$ cat config.mk
export PLATFORM = sky130hd
export DESIGN_NAME = uart_master
export DESIGN_NICKNAME = d
export VERILOG_FILES = /design/src/uart_pkg.sv /design/src/uart_tx.sv /design/src/uart_rx.sv /design/src/uart_cmd_seq.sv /design/src/uart_master.sv
export SDC_FILE = /design/constraint.sdc
export NUM_CORES = 1
export LEC_CHECK = 0
export BUFFER_PORTS_ARGS = -buffer_cell sky130_fd_sc_hd__buf_2
export CAP_MARGIN = 5
export CORE_ASPECT_RATIO = 1.25
export CORE_UTILIZATION = 30
export DETAILED_ROUTE_END_ITERATION = 12
export GPL_ROUTABILITY_DRIVEN = 0
export GPL_TIMING_DRIVEN = 0
export PLACE_DENSITY_LB_ADDON = 0.1
export SKIP_LAST_GASP = 1
export SLEW_MARGIN = 5
export SYNTH_ARGS = -nofsm -noshare
export SYNTH_HDL_FRONTEND = slang
export SYNTH_SLANG_ARGS = --single-unit
$ cat constraint.sdc
create_clock -name clk -period 2.05 [get_ports clk]
set_input_delay 0.41 -clock clk [delete_from_list [all_inputs] [get_ports clk]]
set_output_delay 0.41 -clock clk [all_outputs]
set_load 0.05 [all_outputs]
$ cat src/uart_pkg.sv
`default_nettype none

package uart_pkg;

  // Serial line timing.
  localparam int BAUD_DIV          = 434; // Clock cycles per bit.
  localparam int FRAME_BITS        = 11;  // Start, eight data, parity and stop.
  localparam int DATA_BITS         = 8;
  localparam int GAP_BITS          = 2;   // Idle bit times between write frames.
  localparam int RESP_TIMEOUT_BITS = 24;  // Bit times allowed for a read response.

  // Command word layout.
  localparam int DIR_BIT = 15; // High for a write.

  typedef logic [15:0] cmd_t;
  typedef logic [7:0]  byte_t;
  typedef logic [6:0]  addr_t;
  typedef logic [8:0]  baud_cnt_t;
  typedef logic [13:0] timer_t;

  // Terminal counts derived from the timing above.
  localparam baud_cnt_t BAUD_LAST = baud_cnt_t'(BAUD_DIV - 1);
  localparam baud_cnt_t HALF_LAST = baud_cnt_t'(BAUD_DIV / 2 - 1);
  localparam timer_t    GAP_LAST  = timer_t'(GAP_BITS * BAUD_DIV - 1);
  localparam timer_t    RESP_LAST = timer_t'(RESP_TIMEOUT_BITS * BAUD_DIV - 1);

  typedef enum logic [2:0] {
    IDLE,
    SEND_HEADER,
    WAIT_HEADER,
    GAP,
    SEND_DATA,
    WAIT_DATA,
    WAIT_RESP
  } seq_state_t;

endpackage

`default_nettype wire

$ cat src/uart_tx.sv
`timescale 1ns/10ps
`default_nettype none

module uart_tx
  import uart_pkg::*;
(
  input  logic  clk,
  input  logic  rst_n,
  input  logic  tx_start,
  input  byte_t tx_byte,
  output logic  tx_done,
  output logic  tx
);

  logic                  busy;
  baud_cnt_t             baud_cnt;
  logic [3:0]            bit_cnt;
  logic [FRAME_BITS-2:0] shift; // Bits still to go after the start bit.
  logic                  bit_end;
  logic                  load;

  assign load    = tx_start && !busy;
  assign bit_end = busy && (baud_cnt == BAUD_LAST);

  // Stop, even parity and data, sent from bit 0 upward.
  always_ff @(posedge clk) begin
    if (load) begin
      shift <= {1'b1, ^tx_byte, tx_byte};
    end else if (bit_end) begin
      shift <= {1'b1, shift[FRAME_BITS-2:1]};
    end
  end

  always_ff @(posedge clk or negedge rst_n) begin
    if (!rst_n) begin
      busy     <= 1'b0;
      baud_cnt <= '0;
      bit_cnt  <= '0;
      tx       <= 1'b1;
      tx_done  <= 1'b0;
    end else begin
      tx_done <= 1'b0;
      if (load) begin
        busy     <= 1'b1;
        baud_cnt <= '0;
        bit_cnt  <= '0;
        tx       <= 1'b0; // Start bit.
      end else if (bit_end) begin
        baud_cnt <= '0;
        if (bit_cnt == 4'(FRAME_BITS - 1)) begin
          busy    <= 1'b0;
          tx_done <= 1'b1; // Stop bit has run its full time.
        end else begin
          tx      <= shift[0];
          bit_cnt <= bit_cnt + 1'b1;
        end
      end else if (busy) begin
        baud_cnt <= baud_cnt + 1'b1;
      end
    end
  end

endmodule

`default_nettype wire

$ cat src/uart_rx.sv
`timescale 1ns/10ps
`default_nettype none

module uart_rx
  import uart_pkg::*;
(
  input  logic  clk,
  input  logic  rst_n,
  input  logic  rx,
  output logic  rx_valid,
  output byte_t rx_byte,
  output logic  rx_bad
);

  logic       rx_meta;
  logic       rx_sync;
  logic       rx_last;
  logic       busy;
  baud_cnt_t  baud_cnt;
  logic [3:0] bit_cnt; // Zero is the start bit and FRAME_BITS-1 the stop bit.
  logic       parity;
  logic       sample;
  logic       fall;

  assign fall   = rx_last && !rx_sync;
  assign sample = busy && (bit_cnt != '0) && (baud_cnt == BAUD_LAST);

  // The line idles high, so the flops come out of reset high.
  always_ff @(posedge clk or negedge rst_n) begin
    if (!rst_n) begin
      rx_meta <= 1'b1;
      rx_sync <= 1'b1;
      rx_last <= 1'b1;
    end else begin
      rx_meta <= rx;
      rx_sync <= rx_meta;
      rx_last <= rx_sync;
    end
  end

  // Data arrives least significant bit first.
  always_ff @(posedge clk) begin
    if (sample && (bit_cnt <= 4'(DATA_BITS))) begin
      rx_byte <= {rx_sync, rx_byte[7:1]};
    end
  end

  always_ff @(posedge clk or negedge rst_n) begin
    if (!rst_n) begin
      busy     <= 1'b0;
      baud_cnt <= '0;
      bit_cnt  <= '0;
      parity   <= 1'b0;
      rx_valid <= 1'b0;
      rx_bad   <= 1'b0;
    end else begin
      rx_valid <= 1'b0;
      if (!busy) begin
        if (fall) begin
          busy     <= 1'b1;
          baud_cnt <= '0;
          bit_cnt  <= '0;
          parity   <= 1'b0;
        end
      end else if (bit_cnt == '0) begin
        if (baud_cnt == HALF_LAST) begin
          baud_cnt <= '0;
          if (rx_sync) begin
            busy <= 1'b0; // A glitch, not a start bit.
          end else begin
            bit_cnt <= 4'd1;
          end
        end else begin
          baud_cnt <= baud_cnt + 1'b1;
        end
      end else if (sample) begin
        baud_cnt <= '0;
        if (bit_cnt == 4'(FRAME_BITS - 1)) begin
          busy     <= 1'b0;
          rx_valid <= 1'b1;
          rx_bad   <= parity || !rx_sync;
        end else begin
          parity  <= parity ^ rx_sync; // Data plus parity bit sums to zero when good.
          bit_cnt <= bit_cnt + 1'b1;
        end
      end else begin
        baud_cnt <= baud_cnt + 1'b1;
      end
    end
  end

endmodule

`default_nettype wire

$ cat src/uart_cmd_seq.sv
`timescale 1ns/10ps
`default_nettype none

module uart_cmd_seq
  import uart_pkg::*;
(
  input  logic  clk,
  input  logic  rst_n,
  input  cmd_t  cmd_in,
  input  logic  cmd_vld,
  output logic  cmd_rdy,
  output logic  tx_start,
  output byte_t tx_byte,
  input  logic  tx_done,
  input  logic  rx_valid,
  input  byte_t rx_byte,
  input  logic  rx_bad,
  output byte_t read_data,
  output logic  read_rdy,
  output logic  read_err
);

  seq_state_t state;
  cmd_t       cmd_reg;
  timer_t     timer;
  addr_t      addr;
  byte_t      header;
  byte_t      wr_data;
  logic       is_write;
  logic       accept;
  logic       resp_ok;

  assign cmd_rdy  = (state == IDLE);
  assign accept   = cmd_vld && cmd_rdy;
  assign is_write = cmd_reg[DIR_BIT];
  assign addr     = cmd_reg[14:8];
  assign wr_data  = cmd_reg[7:0];
  assign header   = {is_write, addr};

  // The transmitter samples tx_byte only in the cycle tx_start is high.
  assign tx_start = (state == SEND_HEADER) || (state == SEND_DATA);
  assign tx_byte  = (state == SEND_DATA) ? wr_data : header;

  assign resp_ok = (state == WAIT_RESP) && rx_valid && !rx_bad;

  always_ff @(posedge clk) begin
    if (accept) begin
      cmd_reg <= cmd_in;
    end
  end

  always_ff @(posedge clk) begin
    if (resp_ok) begin
      read_data <= rx_byte;
    end
  end

  always_ff @(posedge clk or negedge rst_n) begin
    if (!rst_n) begin
      state    <= IDLE;
      timer    <= '0;
      read_rdy <= 1'b0;
      read_err <= 1'b0;
    end else begin
      read_rdy <= 1'b0;
      read_err <= 1'b0;
      case (state)
        IDLE: begin
          if (accept) begin
            state <= SEND_HEADER;
          end
        end
        SEND_HEADER: begin
          state <= WAIT_HEADER;
        end
        WAIT_HEADER: begin
          if (tx_done) begin
            timer <= '0;
            state <= is_write ? GAP : WAIT_RESP;
          end
        end
        GAP: begin
          if (timer == GAP_LAST) begin
            state <= SEND_DATA;
          end else begin
            timer <= timer + 1'b1;
          end
        end
        SEND_DATA: begin
          state <= WAIT_DATA;
        end
        WAIT_DATA: begin
          if (tx_done) begin
            state <= IDLE;
          end
        end
        WAIT_RESP: begin
          if (rx_valid) begin
            read_rdy <= !rx_bad;
            read_err <= rx_bad; // Parity or stop bit was wrong.
            state    <= IDLE;
          end else if (timer == RESP_LAST) begin
            read_err <= 1'b1; // Peer never answered.
            state    <= IDLE;
          end else begin
            timer <= timer + 1'b1;
          end
        end
        default: begin
          state <= IDLE;
        end
      endcase
    end
  end

endmodule

`default_nettype wire

$ cat src/uart_master.sv
`timescale 1ns/10ps
`default_nettype none

module uart_master
  import uart_pkg::*;
(
  input  logic  clk,
  input  logic  rst_n,
  input  cmd_t  cmd_in,
  input  logic  cmd_vld,
  output logic  cmd_rdy,
  input  logic  rx,
  output logic  tx,
  output byte_t read_data,
  output logic  read_rdy,
  output logic  read_err
);

  logic  tx_start;
  byte_t tx_byte;
  logic  tx_done;
  logic  rx_valid;
  byte_t rx_byte;
  logic  rx_bad;

  uart_cmd_seq u_seq (
    .clk       (clk),
    .rst_n     (rst_n),
    .cmd_in    (cmd_in),
    .cmd_vld   (cmd_vld),
    .cmd_rdy   (cmd_rdy),
    .tx_start  (tx_start),
    .tx_byte   (tx_byte),
    .tx_done   (tx_done),
    .rx_valid  (rx_valid),
    .rx_byte   (rx_byte),
    .rx_bad    (rx_bad),
    .read_data (read_data),
    .read_rdy  (read_rdy),
    .read_err  (read_err)
  );

  uart_tx u_tx (
    .clk      (clk),
    .rst_n    (rst_n),
    .tx_start (tx_start),
    .tx_byte  (tx_byte),
    .tx_done  (tx_done),
    .tx       (tx)
  );

  uart_rx u_rx (
    .clk      (clk),
    .rst_n    (rst_n),
    .rx       (rx),
    .rx_valid (rx_valid),
    .rx_byte  (rx_byte),
    .rx_bad   (rx_bad)
  );

endmodule

`default_nettype wire

* Yosys cells after proc, flatten, opt, wreduce, memory -nomap -nowiden
Cells that the tools add are included.
** Operators by class
- Add/subtract/negate cells :: 5
- Magnitude comparators :: 1
- Equal/unequal tests :: 29
- Mux-type cells :: 64
- Bitwise gates (word level) :: 2
- Reduce and logical (&&, ||, !) cells :: 30
** Operators with widths (number)
- 9-bit 2-to-1 mux :: 10
- 14-bit 2-to-1 mux :: 4
- 14-bit one-hot mux with 3 select lines :: 1
- 4-bit 2-to-1 mux :: 10
- 1-bit 2-to-1 mux :: 30
- 3-bit 2-to-1 mux :: 7
- 3-bit one-hot mux with 7 select lines :: 1
- 9-bit by 1-bit adder with 9-bit output, second input constant :: 2
- 9-bit equality test, second input constant :: 2
- 5-bit AND reduction :: 3
- 14-bit by 1-bit adder with 14-bit output, second input constant :: 1
- 14-bit by 10-bit equality test with 1-bit output, second input constant :: 1
- 14-bit equality test, second input constant :: 1
- 2-bit != test, second input constant :: 7
- 3-bit != test, second input constant :: 4
- 3-bit equality test, second input constant :: 3
- 9-bit by 8-bit equality test with 1-bit output, second input constant :: 1
- 1-bit logical AND :: 9
- 4-bit by 1-bit adder with 4-bit output, second input constant :: 2
- 4-bit equality test, second input constant :: 2
- 8-bit 2-to-1 mux :: 1
- 2-bit by 1-bit != test with 1-bit output, second input constant :: 4
- 4-bit AND reduction :: 2
- 8-bit parity :: 1
- other kinds (14) :: 22
** Word-level totals
- Bits in registers :: 96
- Input bits :: 20
- Output and inout port bits :: 12
- Logic and storage cells :: 153

* Logic depth before layout (Yosys ltp)
- Word-level depth :: 6
- Depth in mapped cells :: 9
- Mapped depth without buffers :: 7

* Cells and area by module
A second synthesis with hierarchy kept.
** Second synthesis, totals
- Cell total of the unflattened synthesis :: 409
- Area total of the unflattened synthesis :: 4601.9 um^2
** Modules (own cells, without submodules)
- uart_cmd_seq :: times used 1, cells an instance 164, area an instance 1976.9 um^2, sequential area each 1196.1 um^2
- uart_rx :: times used 1, cells an instance 123, area an instance 1378.8 um^2, sequential area each 744.5 um^2
- uart_tx :: times used 1, cells an instance 122, area an instance 1246.2 um^2, sequential area each 671.9 um^2

* Worst setup path after synthesis
No wires, ideal clock.
- Path type :: reg-to-reg
- Start point :: register u_seq.state[1]
- End point :: register u_seq.cmd_reg[0] (enable)
- Setup time :: 0.374 ns
- Arrival :: 2.361 ns
- Data required time :: 1.676 ns
- Setup slack :: -0.685 ns
- Cell stages (with the launch flop) :: 4
- Path buffers :: 1
- Clock period less this slack :: 2.735 ns
- Path through :: dfrtp_1 > clkbuf_1 > nor3_1 > and2_1
** Between the ends
- Longest elaborated chain between the ends :: 2
** Ends and longest elaborated chain
- from (decl) :: RTL line uart_cmd_seq.sv:23 : seq_state_t state;
- from (signal assigned) :: RTL line uart_cmd_seq.sv:79 : state <= is_write ? GAP : WAIT_RESP;
- 3-bit logical NOT :: RTL line uart_cmd_seq.sv:33 : assign cmd_rdy = (state == IDLE);
- net cmd_rdy :: RTL line uart_master.sv:11 : output logic cmd_rdy,
- 1-bit logical AND :: RTL line uart_cmd_seq.sv:34 : assign accept = cmd_vld && cmd_rdy;
- net u_seq.accept :: RTL line uart_cmd_seq.sv:30 : logic accept;
- to (signal assigned) :: RTL line uart_cmd_seq.sv:48 : cmd_reg <= cmd_in;
- to (decl) :: RTL line uart_cmd_seq.sv:24 : cmd_t cmd_reg;
The timed path passes the listed nets, and every way through them passes these cells.
A chain may end at the register's enable or synchronous reset.

* Final worst setup path
- Start point :: register u_rx.bit_cnt[0]
- End point :: register u_rx.baud_cnt[7]
** Between the ends
- Longest elaborated chain between the ends :: 6
- Elaborated cells between the ends (all ways) :: 7
- Those cells by class :: mux: 3; reduce/logical: 4
** Ends and longest elaborated chain
- from (decl) :: RTL line uart_rx.sv:20 : logic [3:0] bit_cnt;
- from (signal assigned) :: RTL line uart_rx.sv:84 : bit_cnt <= bit_cnt + 1'b1;
- 4-bit nonzero test :: RTL line uart_rx.sv:26 : assign sample = busy && (bit_cnt != '0) && (baud_cnt == BAUD_LAST);
- 1-bit logical AND (2 in series) :: RTL line uart_rx.sv:26
- 9-bit 2-to-1 mux :: RTL line uart_rx.sv:76 : end else if (sample) begin
- 9-bit 2-to-1 mux (*) :: RTL line uart_rx.sv:65 : end else if (bit_cnt == '0) begin
- 9-bit 2-to-1 mux (*) :: RTL line uart_rx.sv:58 : if (!busy) begin
- to (signal assigned) :: RTL line uart_rx.sv:74 : baud_cnt <= baud_cnt + 1'b1;
- to (signal assigned) :: RTL line uart_rx.sv:87 : baud_cnt <= baud_cnt + 1'b1;
- to (decl) :: RTL line uart_rx.sv:19 : baud_cnt_t baud_cnt;
Every way passes the cells marked *; elsewhere a longest branch is shown, timed or not.

==> impl_metrics.toml <==
[timing]
worstMarginPinSlew_ps = 934
final.period_utilization = 1.01
setup_violations = 3
finalCriticalPeriod_ps = 2070
whs_ps = 87.5
max-slew-margin-rel = 0.376
fin_setup_tns_ps = -45.8
max_freq_mhz = 484
slew_viol_final = 0
setup_slack_ps = -17.2
grt_setup_unrepaired = "true"
finalHoldViolations = 0
finalClockSkew_ps = 10.9

[drt]
drt-initial-drc-count = 147
drc = 0
wl_um = 10200
wire_per_inst_um = 14.6
drtAntennaViolNets = 0
vias = 3333
first_pass_iters = 4
viasPerCell = 4.80

[synthesis]
post_synth_num_cell_types = 59
synth_area_leader_cell = "dfrtp_1"
dominantRegCellSynth = "dfrtp_1"
syn_area_per_cell_sq_um = 11.1
syn-cell-area_sq_um = 4680
synth-seq-cells = 96
synth_edf_count = 41
yosys-top-cells-area = "dfrtp_1 (27%), edfxtp_1 (26%), o21ai_0 (3.4%)"
syn-num-nets = 453
syn_inst = 421
ys_warn_count = 0
synth_commonest_cells = "dfrtp_1 (51), edfxtp_1 (41), nand2_1 (36)"
synth_most_common_cell = "dfrtp_1"
synth_seq_area_share = 0.558
synthArstFlopShare = 0.573
yosys.area.top_type_share = 0.273

[pwr]
swShare = 0.317
p_total_uw = 5640
combPwrFrac = 0.240
power.share.clock = 0.307
power_frac_seq = 0.453
leakage_uw = 0.00230
vdd.ir_drop.worst_v = 0.000352
p_sw_uw = 1780
p_int_uw = 3850
power_density_nw_per_um2 = 982

[floorplan]
io_pins = 32
die_x_um = 114
die_h_um = 142
rows = 50
dieArea_sq_um = 16100
core_sq_um = 15100
initial_core_util = 0.309

[clocking]
hold_buffers = 0
path_clk_slew_ps = 70
cts_tree = "yes"
cts_buffer_depth = 2
clk_latency_ps = 350
cts_root_buf = "clkbuf_16"
cts_made_buffers = 9
cts.sinks = 96
ctsHtreeMaxLevel = 3

[grt]
grt_max_degree = 29
overflow = 0
grt_pass1_vias = 3441
grt_util_all_layers = 0.139
grt_pass1_wl_um = 17400
antenna_found_initial = 0

[critical_path]
critPathKind = "reg -> reg"
critPathMaxFanout = 5
required_ps = 2290
cp-start-kind = "flop"
cp.arrival_ps = 2310
endpoint_kind = "flop"

[status]
status = "complete, but fails checks"
violations = "setup timing"

[min_path]
hold_path_class = "in -> async"

[layout]
multi_input_area_sq_um = 2110
final_cell_count_no_fill = 695
fillers = 1513
largest_reg_flops = 16
areaGrowthSynthToFinish_pct = 22.6
regArea_sq_um = 2610
nets = 514
antennaDiodeCount = 0
drive_gt1_frac = 0.238

[placement]
numPlacedInstances = 661
port-buffer-count = 31
dp_hpwl_um = 7030

[run]
max_cap_viol_count = 0
==> critical path: stages (launching register included) <==
cell     delay [ps]
dfrtp_1         400
inv_2           100
ha_4            140
or3b_4          400
nor4_4          270
buf_4           180
nor3_4           60
buf_6           140
buf_6           110
a22o_1          170
==> final timing paths <==
check	depth (start not counted)	start	slack (ps)	to
setup reg to reg	9	u_rx.bit_cnt[0]	-20	u_rx.baud_cnt[7]
setup / recovery	9	u_rx.bit_cnt[0]	-20	u_rx.baud_cnt[7]
hold reg to reg	0	u_rx.rx_meta	350	u_rx.rx_sync
max in group asynchronous	2	rst_n	1290	u_tx.tx
hold / removal	1	rst_n	90	u_rx.baud_cnt[7]
min in group clk	1	rx	170	u_rx.rx_meta
==> through the flow <==
| step | area (sq um) | utilization | setup WS, ps |
|---|---|---|---|
| floorplan | 4720 | - | -12.8 |
| global placement | 5130 | 0.339 | -374 |
| detailed placement | 5150 | 0.340 | -371 |
| CTS | 5650 | 0.373 | -83.4 |
| global route | 5740 | 0.379 | -86.8 |
| finish | 5740 | 0.379 | -17.2 |
==> cell usage in the layout (no fill, tap or decap), types with 12 or more instances in the layout <==
master,synthesis,final
buf_4,1,16
xnor2_1,16,15
dfrtp_1,51,50
xor2_1,13,13
edfxtp_1,41,41
nand4_1,12,12
nor2_1,32,31
o21ai_0,32,31
a21oi_1,19,15
buf_2,3,33
nand2_1,36,35
==> area by class of cell <==
| class | instances | share of cell area |
|---|---|---|
| Timing Repair Buffer | 52 | 0.0593 |
| Tap cell | 208 | 0.0453 |
| Clock inverter | 6 | 0.0131 |
| Inverter | 14 | 0.00915 |
| Buffer | 10 | 0.0100 |
| Clock buffer | 10 | 0.0399 |
| Multi-Input combinational cell | 299 | 0.368 |
| Sequential cell | 96 | 0.455 |
==> power groups by stage <==
stage                     Sequential [uW]  Clock, uW  Combinational (uW)
after floorplan                      2480          0                 910
after global placement               2570          0                1130
after detailed placement             2570          0                1160
after CTS                            2530       1800                1310
after global routing                 2610       1860                1540
final                                2550       1730                1350
==> routing by layer <==
layer | track usage | routed length (um) | vias up
li1 | - | - | 1648
met1 | 0.165 | 4560 | 1625
met2 | 0.238 | 5090 | 43
met3 | 0.0278 | 221 | 17
met4 | 0.0658 | 306 | 0
met5 | 0 | 0 | -
==> cells by family after synthesis <==
group	synth area share
AOI/OAI and AO/OA	0.103
xor gates and xnor gates	0.0542
adders and majority gates	0.0321
buffers and inverters	0.0240
DFF	0.558
muxes	0.0283
and+or+nand+nor	0.201
==> timing repair <==
| item | CTS | global route |
|---|---|---|
| resized for setup | 25 | 16 |
| buffers inserted | 14 | 5 |
| endpoints found under the hold margin | 0 | 0 |
| pin swaps | 10 | 15 |
| setup endpoints to repair | 46 | 54 |
| cloned | 1 | 0 |
No activity file was read; power rests on OpenSTA's default activity.
